### config.mk
export PLATFORM = sky130hd
export DESIGN_NAME = mips_cpu_harvard
export DESIGN_NICKNAME = d
export VERILOG_FILES = /design/src/hdl/cpu_pkg.sv /design/src/hdl/mips_cpu_harvard.sv /design/src/hdl/hazard_unit.sv /design/src/hdl/memory_stage.sv /design/src/hdl/execute_stage.sv /design/src/hdl/register_file.sv /design/src/hdl/decode_stage.sv /design/src/hdl/fetch_stage.sv
export SDC_FILE = /design/constraint.sdc
export NUM_CORES = 2
export LEC_CHECK = 0
export ABC_AREA = 0
export BUFFER_PORTS_ARGS = -buffer_cell sky130_fd_sc_hd__buf_2
export CAP_MARGIN = 20
export CORE_MARGIN = 1
export CORE_UTILIZATION = 40
export CTS_BUF_LIST = sky130_fd_sc_hd__clkbuf_8
export CTS_CLUSTER_DIAMETER = 100
export DETAILED_ROUTE_END_ITERATION = 10
export PLACE_DENSITY = 0.54
export SLEW_MARGIN = 20
export SYNTH_ARGS = -nofsm -noshare
export SYNTH_HDL_FRONTEND = slang
export SYNTH_SLANG_ARGS = --single-unit
### constraint.sdc
create_clock -name clk -period 13.4 [get_ports clk]
set_input_delay 1.34 -clock clk [delete_from_list [all_inputs] [get_ports clk]]
set_output_delay 1.34 -clock clk [all_outputs]
set_load 0.02 [all_outputs]
### src/hdl/cpu_pkg.sv
// Shared definitions for the five-stage MIPS32 subset pipeline
// Widths, instruction encodings, ALU and forwarding selects, pipeline registers

package cpu_pkg;

	localparam int WORD_W     = 32;
	localparam int REG_ADDR_W = 5;

	typedef logic [WORD_W-1:0]     word_t;
	typedef logic [REG_ADDR_W-1:0] reg_addr_t;
	typedef logic [5:0]            opcode_t;
	typedef logic [5:0]            funct_t;

	localparam word_t     RESET_VECTOR = 32'hBFC0_0000;
	localparam word_t     HALT_ADDRESS = 32'h0000_0000;
	localparam reg_addr_t V0_INDEX     = 5'd2;

	// Primary opcodes
	localparam opcode_t OP_SPECIAL = 6'h00;
	localparam opcode_t OP_ADDIU   = 6'h09;
	localparam opcode_t OP_ORI     = 6'h0D;
	localparam opcode_t OP_LW      = 6'h23;
	localparam opcode_t OP_SW      = 6'h2B;
	localparam opcode_t OP_BEQ     = 6'h04;
	localparam opcode_t OP_BNE     = 6'h05;

	// SPECIAL funct codes
	localparam funct_t FN_ADDU = 6'h21;
	localparam funct_t FN_SUBU = 6'h23;
	localparam funct_t FN_AND  = 6'h24;
	localparam funct_t FN_OR   = 6'h25;
	localparam funct_t FN_XOR  = 6'h26;
	localparam funct_t FN_SLT  = 6'h2A;
	localparam funct_t FN_JR   = 6'h08;

	typedef enum logic [2:0] {
		ALU_ADD,
		ALU_SUB,
		ALU_AND,
		ALU_OR,
		ALU_XOR,
		ALU_SLT
	} alu_op_e;

	typedef enum logic [1:0] {
		FWD_NONE,
		FWD_MEMORY,
		FWD_WRITEBACK
	} fwd_sel_e;

	typedef struct packed {
		logic    reg_write;
		logic    mem_to_reg;
		logic    mem_write;
		logic    alu_src_imm;
		logic    reg_dst_rd;
		alu_op_e alu_op;
	} ctrl_t;

	typedef struct packed {
		ctrl_t     ctrl;
		word_t     src_a;
		word_t     src_b;
		word_t     imm;
		reg_addr_t rs;
		reg_addr_t rt;
		reg_addr_t rd;
	} id_ex_t;

	typedef struct packed {
		logic      reg_write;
		logic      mem_to_reg;
		logic      mem_write;
		word_t     alu_result;
		word_t     store_data;
		reg_addr_t dest;
	} ex_mem_t;

	typedef struct packed {
		logic      reg_write;
		logic      mem_to_reg;
		word_t     alu_result;
		word_t     load_data;
		reg_addr_t dest;
	} mem_wb_t;

endpackage
### src/hdl/mips_cpu_harvard.sv
// Five-stage pipelined MIPS32 subset core with separate instruction and data buses
// Combinational reads on both buses, single-cycle data writes
`timescale 1ns/1ns

module mips_cpu_harvard (
	input  logic           clk,
	input  logic           arst_n,
	output logic           active,
	output cpu_pkg::word_t register_v0,

	output cpu_pkg::word_t instr_address,
	input  cpu_pkg::word_t instr_readdata,

	output cpu_pkg::word_t data_address,
	output logic           data_write,
	output logic           data_read,
	output cpu_pkg::word_t data_writedata,
	input  cpu_pkg::word_t data_readdata
);

	// Fetch to decode
	cpu_pkg::word_t     instr_decode;
	cpu_pkg::word_t     pc_plus4_decode;
	logic               redirect;
	cpu_pkg::word_t     redirect_target;

	// Decode
	cpu_pkg::reg_addr_t rs_decode;
	cpu_pkg::reg_addr_t rt_decode;
	logic               branch_use;
	cpu_pkg::word_t     rf_data_a;
	cpu_pkg::word_t     rf_data_b;
	cpu_pkg::id_ex_t    id_ex;

	// Execute, memory, writeback
	cpu_pkg::ex_mem_t   ex_mem;
	cpu_pkg::reg_addr_t dest_execute;
	cpu_pkg::mem_wb_t   mem_wb;
	cpu_pkg::word_t     wb_result;

	// Hazard controls
	logic               stall;
	logic               flush_ex;
	logic               fwd_branch_a;
	logic               fwd_branch_b;
	cpu_pkg::fwd_sel_e  fwd_a;
	cpu_pkg::fwd_sel_e  fwd_b;

	// Data bus is driven straight from the execute/memory register
	assign data_address   = ex_mem.alu_result;
	assign data_writedata = ex_mem.store_data;
	assign data_write     = ex_mem.mem_write;
	assign data_read      = ex_mem.mem_to_reg;

	fetch_stage u_fetch (
		.clk             (clk),
		.arst_n          (arst_n),
		.stall           (stall),
		.redirect        (redirect),
		.redirect_target (redirect_target),
		.instr_readdata  (instr_readdata),
		.pc              (instr_address),
		.instr_decode    (instr_decode),
		.pc_plus4_decode (pc_plus4_decode),
		.active          (active)
	);

	decode_stage u_decode (
		.clk             (clk),
		.arst_n          (arst_n),
		.instr           (instr_decode),
		.pc_plus4        (pc_plus4_decode),
		.rf_data_a       (rf_data_a),
		.rf_data_b       (rf_data_b),
		.mem_alu_result  (ex_mem.alu_result),
		.fwd_branch_a    (fwd_branch_a),
		.fwd_branch_b    (fwd_branch_b),
		.flush_ex        (flush_ex),
		.rs              (rs_decode),
		.rt              (rt_decode),
		.branch_use      (branch_use),
		.redirect        (redirect),
		.redirect_target (redirect_target),
		.id_ex           (id_ex)
	);

	register_file u_regs (
		.clk          (clk),
		.arst_n       (arst_n),
		.read_addr_a  (rs_decode),
		.read_addr_b  (rt_decode),
		.write_enable (mem_wb.reg_write),
		.write_addr   (mem_wb.dest),
		.write_data   (wb_result),
		.read_data_a  (rf_data_a),
		.read_data_b  (rf_data_b),
		.register_v0  (register_v0)
	);

	execute_stage u_execute (
		.clk       (clk),
		.arst_n    (arst_n),
		.id_ex     (id_ex),
		.fwd_a     (fwd_a),
		.fwd_b     (fwd_b),
		.wb_result (wb_result),
		.ex_mem    (ex_mem),
		.dest      (dest_execute)
	);

	memory_stage u_memory (
		.clk           (clk),
		.arst_n        (arst_n),
		.ex_mem        (ex_mem),
		.data_readdata (data_readdata),
		.mem_wb        (mem_wb),
		.result        (wb_result)
	);

	hazard_unit u_hazard (
		.rs_decode    (rs_decode),
		.rt_decode    (rt_decode),
		.branch_use   (branch_use),
		.id_ex        (id_ex),
		.dest_execute (dest_execute),
		.ex_mem       (ex_mem),
		.mem_wb       (mem_wb),
		.stall        (stall),
		.flush_ex     (flush_ex),
		.fwd_branch_a (fwd_branch_a),
		.fwd_branch_b (fwd_branch_b),
		.fwd_a        (fwd_a),
		.fwd_b        (fwd_b)
	);

endmodule

### src/hdl/hazard_unit.sv
// Hazard unit: execute and branch forwarding selects, load-use and branch stalls
`timescale 1ns/1ns

module hazard_unit (
	input  cpu_pkg::reg_addr_t rs_decode,
	input  cpu_pkg::reg_addr_t rt_decode,
	input  logic               branch_use,
	input  cpu_pkg::id_ex_t    id_ex,
	input  cpu_pkg::reg_addr_t dest_execute,
	input  cpu_pkg::ex_mem_t   ex_mem,
	input  cpu_pkg::mem_wb_t   mem_wb,
	output logic               stall,
	output logic               flush_ex,
	output logic               fwd_branch_a,
	output logic               fwd_branch_b,
	output cpu_pkg::fwd_sel_e  fwd_a,
	output cpu_pkg::fwd_sel_e  fwd_b
);

	logic decode_hits_ex;
	logic load_use;
	logic branch_stall;

	// Register 0 never carries a dependency
	function automatic logic hits(input cpu_pkg::reg_addr_t dest, input cpu_pkg::reg_addr_t src);
		return (dest != '0) && (dest == src);
	endfunction

	// Memory stage is newer than writeback, so it wins
	function automatic cpu_pkg::fwd_sel_e forward_sel(
		input cpu_pkg::reg_addr_t src,
		input cpu_pkg::ex_mem_t   mem,
		input cpu_pkg::mem_wb_t   wb
	);
		if (mem.reg_write && hits(mem.dest, src)) begin
			return cpu_pkg::FWD_MEMORY;
		end else if (wb.reg_write && hits(wb.dest, src)) begin
			return cpu_pkg::FWD_WRITEBACK;
		end
		return cpu_pkg::FWD_NONE;
	endfunction

	assign fwd_a = forward_sel(id_ex.rs, ex_mem, mem_wb);
	assign fwd_b = forward_sel(id_ex.rt, ex_mem, mem_wb);

	// Only an ALU result in memory is usable for a compare
	assign fwd_branch_a = ex_mem.reg_write && !ex_mem.mem_to_reg && hits(ex_mem.dest, rs_decode);
	assign fwd_branch_b = ex_mem.reg_write && !ex_mem.mem_to_reg && hits(ex_mem.dest, rt_decode);

	assign decode_hits_ex = hits(dest_execute, rs_decode) || hits(dest_execute, rt_decode);
	assign load_use       = id_ex.ctrl.mem_to_reg && decode_hits_ex;

	assign branch_stall = branch_use &&
		((id_ex.ctrl.reg_write && decode_hits_ex) ||
		 (ex_mem.reg_write && ex_mem.mem_to_reg &&
		  (hits(ex_mem.dest, rs_decode) || hits(ex_mem.dest, rt_decode))));

	assign stall    = load_use || branch_stall;
	assign flush_ex = stall;

endmodule

### src/hdl/memory_stage.sv
// Memory stage: captures load data into the memory/writeback register
// and selects the value written back
`timescale 1ns/1ns

module memory_stage (
	input  logic             clk,
	input  logic             arst_n,
	input  cpu_pkg::ex_mem_t ex_mem,
	input  cpu_pkg::word_t   data_readdata,
	output cpu_pkg::mem_wb_t mem_wb,
	output cpu_pkg::word_t   result
);

	always_ff @(posedge clk or negedge arst_n) begin
		if (!arst_n) begin
			mem_wb <= '0;
		end else begin
			mem_wb.reg_write  <= ex_mem.reg_write;
			mem_wb.mem_to_reg <= ex_mem.mem_to_reg;
			mem_wb.alu_result <= ex_mem.alu_result;
			mem_wb.load_data  <= data_readdata;
			mem_wb.dest       <= ex_mem.dest;
		end
	end

	// Also feeds execute as the writeback forwarding source
	assign result = mem_wb.mem_to_reg ? mem_wb.load_data : mem_wb.alu_result;

endmodule

### src/hdl/execute_stage.sv
// Execute stage: operand forwarding, ALU and destination select
// feeding the execute/memory pipeline register
`timescale 1ns/1ns

module execute_stage (
	input  logic                clk,
	input  logic                arst_n,
	input  cpu_pkg::id_ex_t     id_ex,
	input  cpu_pkg::fwd_sel_e   fwd_a,
	input  cpu_pkg::fwd_sel_e   fwd_b,
	input  cpu_pkg::word_t      wb_result,
	output cpu_pkg::ex_mem_t    ex_mem,
	output cpu_pkg::reg_addr_t  dest
);

	cpu_pkg::word_t operand_a;
	cpu_pkg::word_t reg_b;
	cpu_pkg::word_t operand_b;
	cpu_pkg::word_t alu_result;

	function automatic cpu_pkg::word_t forward_mux(
		input cpu_pkg::fwd_sel_e sel,
		input cpu_pkg::word_t    reg_value,
		input cpu_pkg::word_t    mem_value,
		input cpu_pkg::word_t    wb_value
	);
		case (sel)
			cpu_pkg::FWD_MEMORY:    return mem_value;
			cpu_pkg::FWD_WRITEBACK: return wb_value;
			default:                return reg_value;
		endcase
	endfunction

	assign operand_a = forward_mux(fwd_a, id_ex.src_a, ex_mem.alu_result, wb_result);
	assign reg_b     = forward_mux(fwd_b, id_ex.src_b, ex_mem.alu_result, wb_result);
	assign operand_b = id_ex.ctrl.alu_src_imm ? id_ex.imm : reg_b;

	always_comb begin
		case (id_ex.ctrl.alu_op)
			cpu_pkg::ALU_SUB: alu_result = operand_a - operand_b;
			cpu_pkg::ALU_AND: alu_result = operand_a & operand_b;
			cpu_pkg::ALU_OR:  alu_result = operand_a | operand_b;
			cpu_pkg::ALU_XOR: alu_result = operand_a ^ operand_b;
			cpu_pkg::ALU_SLT: alu_result = {31'b0, $signed(operand_a) < $signed(operand_b)};
			default:          alu_result = operand_a + operand_b;
		endcase
	end

	// R-type writes rd, I-type writes rt
	assign dest = id_ex.ctrl.reg_dst_rd ? id_ex.rd : id_ex.rt;

	always_ff @(posedge clk or negedge arst_n) begin
		if (!arst_n) begin
			ex_mem <= '0;
		end else begin
			ex_mem.reg_write  <= id_ex.ctrl.reg_write;
			ex_mem.mem_to_reg <= id_ex.ctrl.mem_to_reg;
			ex_mem.mem_write  <= id_ex.ctrl.mem_write;
			ex_mem.alu_result <= alu_result;
			ex_mem.store_data <= reg_b;
			ex_mem.dest       <= dest;
		end
	end

endmodule

### src/hdl/register_file.sv
// General purpose register file, 31 writable registers plus a hardwired zero
// Writes in the same cycle are visible on the read ports
`timescale 1ns/1ns

module register_file (
	input  logic               clk,
	input  logic               arst_n,
	input  cpu_pkg::reg_addr_t read_addr_a,
	input  cpu_pkg::reg_addr_t read_addr_b,
	input  logic               write_enable,
	input  cpu_pkg::reg_addr_t write_addr,
	input  cpu_pkg::word_t     write_data,
	output cpu_pkg::word_t     read_data_a,
	output cpu_pkg::word_t     read_data_b,
	output cpu_pkg::word_t     register_v0
);

	cpu_pkg::word_t regs [1:31];

	function automatic cpu_pkg::word_t read_port(input cpu_pkg::reg_addr_t addr);
		if (addr == '0) begin
			return '0;
		end else if (write_enable && (write_addr == addr)) begin
			return write_data;
		end
		return regs[addr];
	endfunction

	always_comb begin
		read_data_a = read_port(read_addr_a);
		read_data_b = read_port(read_addr_b);
	end

	assign register_v0 = regs[cpu_pkg::V0_INDEX];

	always_ff @(posedge clk or negedge arst_n) begin
		if (!arst_n) begin
			for (int i = 1; i < 32; i++) begin
				regs[i] <= '0;
			end
		end else if (write_enable && (write_addr != '0)) begin
			regs[write_addr] <= write_data;
		end
	end

endmodule

### src/hdl/decode_stage.sv
// Decode stage: control decode, immediate extension, branch and JR resolution
// and the decode/execute pipeline register
`timescale 1ns/1ns

module decode_stage (
	input  logic               clk,
	input  logic               arst_n,
	input  cpu_pkg::word_t     instr,
	input  cpu_pkg::word_t     pc_plus4,
	input  cpu_pkg::word_t     rf_data_a,
	input  cpu_pkg::word_t     rf_data_b,
	input  cpu_pkg::word_t     mem_alu_result,
	input  logic               fwd_branch_a,
	input  logic               fwd_branch_b,
	input  logic               flush_ex,
	output cpu_pkg::reg_addr_t rs,
	output cpu_pkg::reg_addr_t rt,
	output logic               branch_use,
	output logic               redirect,
	output cpu_pkg::word_t     redirect_target,
	output cpu_pkg::id_ex_t    id_ex
);

	cpu_pkg::opcode_t   opcode;
	cpu_pkg::funct_t    funct;
	cpu_pkg::reg_addr_t rd;
	cpu_pkg::ctrl_t     ctrl;
	cpu_pkg::word_t     imm_ext;
	cpu_pkg::word_t     cmp_a;
	cpu_pkg::word_t     cmp_b;
	cpu_pkg::word_t     branch_target;
	logic               is_beq;
	logic               is_bne;
	logic               is_jr;
	logic               taken;

	assign opcode = instr[31:26];
	assign rs     = instr[25:21];
	assign rt     = instr[20:16];
	assign rd     = instr[15:11];
	assign funct  = instr[5:0];

	assign is_beq     = (opcode == cpu_pkg::OP_BEQ);
	assign is_bne     = (opcode == cpu_pkg::OP_BNE);
	assign is_jr      = (opcode == cpu_pkg::OP_SPECIAL) && (funct == cpu_pkg::FN_JR);
	assign branch_use = is_beq || is_bne || is_jr;

	// Unlisted encodings fall through with all controls low
	always_comb begin
		ctrl        = '0;
		ctrl.alu_op = cpu_pkg::ALU_ADD;
		case (opcode)
			cpu_pkg::OP_SPECIAL: begin
				ctrl.reg_write  = 1'b1;
				ctrl.reg_dst_rd = 1'b1;
				case (funct)
					cpu_pkg::FN_ADDU: ctrl.alu_op = cpu_pkg::ALU_ADD;
					cpu_pkg::FN_SUBU: ctrl.alu_op = cpu_pkg::ALU_SUB;
					cpu_pkg::FN_AND:  ctrl.alu_op = cpu_pkg::ALU_AND;
					cpu_pkg::FN_OR:   ctrl.alu_op = cpu_pkg::ALU_OR;
					cpu_pkg::FN_XOR:  ctrl.alu_op = cpu_pkg::ALU_XOR;
					cpu_pkg::FN_SLT:  ctrl.alu_op = cpu_pkg::ALU_SLT;
					default: begin
						ctrl.reg_write  = 1'b0;
						ctrl.reg_dst_rd = 1'b0;
					end
				endcase
			end
			cpu_pkg::OP_ADDIU: begin
				ctrl.reg_write   = 1'b1;
				ctrl.alu_src_imm = 1'b1;
			end
			cpu_pkg::OP_ORI: begin
				ctrl.reg_write   = 1'b1;
				ctrl.alu_src_imm = 1'b1;
				ctrl.alu_op      = cpu_pkg::ALU_OR;
			end
			cpu_pkg::OP_LW: begin
				ctrl.reg_write   = 1'b1;
				ctrl.mem_to_reg  = 1'b1;
				ctrl.alu_src_imm = 1'b1;
			end
			cpu_pkg::OP_SW: begin
				ctrl.mem_write   = 1'b1;
				ctrl.alu_src_imm = 1'b1;
			end
			default: ;
		endcase
	end

	// ORI is the only zero-extended immediate
	assign imm_ext = (opcode == cpu_pkg::OP_ORI) ? {16'b0, instr[15:0]}
	                                             : {{16{instr[15]}}, instr[15:0]};

	assign cmp_a = fwd_branch_a ? mem_alu_result : rf_data_a;
	assign cmp_b = fwd_branch_b ? mem_alu_result : rf_data_b;

	assign branch_target   = pc_plus4 + {imm_ext[29:0], 2'b00};
	assign taken           = (is_beq && (cmp_a == cmp_b)) || (is_bne && (cmp_a != cmp_b)) || is_jr;
	// Operands are not valid yet while the hazard unit holds decode
	assign redirect        = taken && !flush_ex;
	assign redirect_target = is_jr ? cmp_a : branch_target;

	always_ff @(posedge clk or negedge arst_n) begin
		if (!arst_n) begin
			id_ex <= '0;
		end else if (flush_ex) begin
			id_ex <= '0;
		end else begin
			id_ex.ctrl  <= ctrl;
			id_ex.src_a <= rf_data_a;
			id_ex.src_b <= rf_data_b;
			id_ex.imm   <= imm_ext;
			id_ex.rs    <= rs;
			id_ex.rt    <= rt;
			id_ex.rd    <= rd;
		end
	end

endmodule

### src/hdl/fetch_stage.sv
// Fetch stage: program counter, halt detection at address zero
// and the fetch/decode pipeline register
`timescale 1ns/1ns

module fetch_stage (
	input  logic           clk,
	input  logic           arst_n,
	input  logic           stall,
	input  logic           redirect,
	input  cpu_pkg::word_t redirect_target,
	input  cpu_pkg::word_t instr_readdata,
	output cpu_pkg::word_t pc,
	output cpu_pkg::word_t instr_decode,
	output cpu_pkg::word_t pc_plus4_decode,
	output logic           active
);

	logic           halted;
	logic           at_halt;
	cpu_pkg::word_t pc_plus4;

	assign pc_plus4 = pc + 32'd4;
	assign at_halt  = (pc == cpu_pkg::HALT_ADDRESS);
	assign active   = !halted;

	// PC freezes once it reaches the halt address
	always_ff @(posedge clk or negedge arst_n) begin
		if (!arst_n) begin
			pc     <= cpu_pkg::RESET_VECTOR;
			halted <= 1'b0;
		end else if (at_halt) begin
			halted <= 1'b1;
		end else if (redirect) begin
			pc <= redirect_target;
		end else if (!stall) begin
			pc <= pc_plus4;
		end
	end

	// Zero word decodes as sll $0,$0,0, a no-op here
	always_ff @(posedge clk or negedge arst_n) begin
		if (!arst_n) begin
			instr_decode <= '0;
		end else if (redirect) begin
			instr_decode <= '0;
		end else if (!stall) begin
			instr_decode <= at_halt ? '0 : instr_readdata;
		end
	end

	always_ff @(posedge clk) begin
		if (!stall) begin
			pc_plus4_decode <= pc_plus4;
		end
	end

endmodule

==> impl_metrics.py <==
metrics = {
    "route": {
        "wl_met3_um": 25100,
        "drc": 0,
        "routed_via_density": 6.15,
        "firstDrtPassIters": 6,
        "met2_length_um": 133000,
        "drtAntennaViolNets": 0,
        "wl_met1_um": 123000,
        "route.vias.total": 62068,
        "wl_per_cell_um": 29.3,
        "drtIter0Drc": 7424,
        "wl_um": 295000,
        "top_layer": "met5",
    },
    "setup_path": {
        "critical_path_required_ns": 14.33,
        "crit_fanout": 95,
        "cp_cell_sequence": "buf_4 > buf_12 > mux4_2 > mux4_2 > a2111oi_0 > a211o_1 > a221o_1 > nand2_1 > a2111oi_0 > and4b_1 > nand3_2 > xor2_2 > o21ai_4 > nor2_4 > a22o_1",
        "cp_top_family": "compound AO/OA/AOI/OAI gates",
        "critPathLaunchType": "flip-flop",
        "arrival_ns": 8.67,
        "worst-path-buf-inv": 2,
        "cp-end-kind": "flip-flop",
        "cp_slowest_cell": "dfrtp_4",
        "cp_slowest_stage_delay_ns": 0.95,
        "critical_path_class": "flip-flop to flip-flop",
    },
    "floorplanning": {
        "die_h_um": 435,
        "core_area_um2": 186000,
        "die_area_um2": 189000,
        "std_cell_rows": 158,
        "pin_count": 197,
        "start_util": 0.404,
        "chipWidth_um": 435,
    },
    "power": {
        "power.switching_mw": 1.96,
        "switching_share": 0.239,
        "p_leak_nw": 36.2,
        "combinationalPowerShare": 0.012,
        "peakVddDrop_mv": 0.113,
        "sequentialPowerShare": 0.492,
        "intPower_mw": 6.25,
        "clkPwrFrac": 0.496,
        "power.density_nw_per_um2": 99.0,
    },
    "finish": {
        "register_area_um2": 33500,
        "multi_input_area_um2": 38100,
        "drive_gt1_frac": 0.183,
        "nFillCells": 17695,
        "area_delta_synth_final_pct": 10.5,
        "final_util": 0.446,
        "layout.nets": 7601,
    },
    "sta": {
        "period_share": 0.578,
        "max_freq_mhz": 129,
        "hold_violations": 0,
        "setup_viol": 0,
        "finalWorstSetupSlack_ns": 5.66,
        "slew_violations": 0,
        "slew_headroom": 0.196,
        "rsz0062_at_grt": "false",
        "worstMarginPinSlew_ns": 1.20,
        "min_period_ns": 7.74,
        "final.setup.tns_ns": 0,
        "finClkSkew_ns": 0.0729,
    },
    "global_routing": {
        "overflow": 0,
        "grt_antenna_before_repair": 16,
        "grt_max_degree": 166,
        "grt_use_total": 0.308,
        "grt_pass1_wl_um": 429000,
        "grt_pass1_vias": 59195,
    },
    "clock_network": {
        "cts-buffers-inserted": 229,
        "clk_pin_slew_ns": 0.07,
        "h-tree-depth": 4,
        "cts_hold_buf": 0,
        "clockRootBuffer": "clkbuf_8",
        "cts.sink_count": 1331,
        "postCtsResizedCells": 0,
        "clkLatencyLatePin_ns": 1.05,
        "cts_tree": "yes",
        "max-clock-path-buffers": 3,
        "postCtsSetupBuffers": 0,
    },
    "run": {
        "cap_violations": 0,
    },
    "logic_synthesis": {
        "synth_mux_area_frac": 0.166,
        "syn-num-nets": 7748,
        "yosys.area_share.simple": 0.116,
        "seq_area_frac_synth": 0.446,
        "async_flop_share": 0.976,
        "synth_top_area_cell": "dfrtp_1",
        "syn_avg_cell_area_um2": 9.94,
        "synth_area_um2": 75100,
        "synth-seq-cells": 1331,
        "synthAdderAreaFrac": 0.0220,
        "synth-edff-count": 32,
        "synth-xor-area-share": 0.0142,
        "ys_types": 94,
        "synth-compound-area-share": 0.179,
        "yosysTopAreaCellShare": 0.430,
        "synth_most_common_cell": "dfrtp_1",
        "synth_area_leaders": "dfrtp_1 (43%), mux4_2 (12%), a21oi_1 (5.8%)",
        "synthFlopType": "dfrtp_1",
        "synth_top_family_by_area": "compound AO/OA/AOI/OAI gates",
        "synthTopCellsByCount": "dfrtp_1 (1290), nor2_1 (890), a21oi_1 (874), nand2_1 (730), o21ai_0 (696)",
        "yosysWarnings": 0,
        "netlist_instances": 7552,
    },
    "place": {
        "place.gp.congestion": 0.929,
        "dpl_worst_slack_ns": 5.86,
        "hpwl_um": 192000,
        "io_buffers": 196,
    },
    "status": {
        "status": "complete, no violations",
    },
    "min_path": {
        "hold_class": "input pin to async pin",
    },
}
## power by group through the flow
stage               sequential (mW)  combinational, mW  clock, mW
detailed placement             4.12              0.101          0
global route                   4.04              0.112       4.30
global placement               4.12              0.101          0
floorplan                      4.11           0.000228          0
finish                         4.04             0.0957       4.07
CTS                            4.04              0.102       4.14
## stage by stage
| step | power, mW | hold slack, ns | instance area [µm²] | cells |
|---|---|---|---|---|
| 2_1_floorplan | 4.11 | 0.331 | 75100 | 7552 |
| 3_3_place_gp | 4.22 | 0.347 | 77800 | 9654 |
| 3_5_place_dp | 4.22 | 0.355 | 77900 | 9654 |
| 4_1_cts | 8.28 | 0.286 | 82900 | 10088 |
| 5_1_grt | 8.46 | 0.305 | 83000 | 10089 |
| 6_report | 8.21 | 0.273 | 83000 | 10093 |
## final cells by class
cell class,instances,share of cell area
multi-input cells,5304,0.460
clock buffers,297,0.0493
well taps,2480,0.0374
flip-flops and latches,1331,0.404
inverters,149,0.00674
diodes,5,0.000151
clock inverters,137,0.0120
repair buffers,390,0.0310
## per-layer routing
metal / GRT usage / vias up
li1: - / 26938
met4: 0.144 / 10
met1: 0.420 / 31403
met3: 0.0626 / 630
met5: 0 / -
met2: 0.469 / 3087
## layout by cell type (no fill, tap or decap), types with 62 or more instances in the layout
cell,n
ha_1,127
xnor2_1,71
o22ai_1,72
mux4_2,401
nand3_1,62
nor2_1,868
mux2_2,89
clkbuf_8,297
a221oi_1,69
nor3_1,64
mux2i_1,208
a21oi_1,872
nand2_1,719
o21ai_0,691
buf_4,184
a22o_1,72
dfrtp_1,1279
inv_1,210
buf_2,195
a22oi_1,112
## worst reg2reg max path, delay by kind of cell (launching register included)
kind | cells | cell delay, ns
compound gates | 6 | 2.26
xor+xnor | 1 | 0.34
flops | 1 | 0.95
mux | 2 | 1.22
buf+inv | 2 | 1.49
simple gates | 4 | 1.40
## flip-flops by register name (all words and copies together), names as in the netlist
| name | flops |
|---|---|
| u_fetch.halted | 1 |
| u_regs.register_v0 | 32 |
| u_fetch.pc | 32 |
| u_execute.ex_mem | 72 |
| u_memory.mem_wb | 71 |
| u_regs.regs | 960 |
| u_fetch.pc_plus4_decode | 32 |
| u_decode.id_ex | 99 |
| u_fetch.instr_decode | 32 |
## path summary, 6_finish.rpt
| kind | start | endpoint | slack (ns) | depth (start not counted) |
|---|---|---|---|---|
| worst max-delay path | u_fetch.instr_decode[16] | u_fetch.instr_decode[13] | 5.66 | 15 |
| worst min-delay path | arst_n | u_execute.ex_mem[61] | 0.27 | 1 |
| worst max register to register | u_fetch.instr_decode[16] | u_fetch.instr_decode[13] | 5.66 | 15 |
| worst min register to register | u_decode.id_ex[116] | u_execute.ex_mem[69] | 0.36 | 0 |
| max in group asynchronous | arst_n | u_regs.regs[972] | 10.00 | 4 |
| min in group clk | u_decode.id_ex[116] | u_execute.ex_mem[69] | 0.36 | 0 |
## kinds of logic after synthesis
kind of cell / after synthesis
muxes: 732
xor gates and xnor gates: 121
AOI/OAI and AO/OA: 2275
adders and majority gates: 130
and+or+nand+nor: 2046
buffers and inverters: 917
DFF: 1331
(Power assumes the default switching activity.)
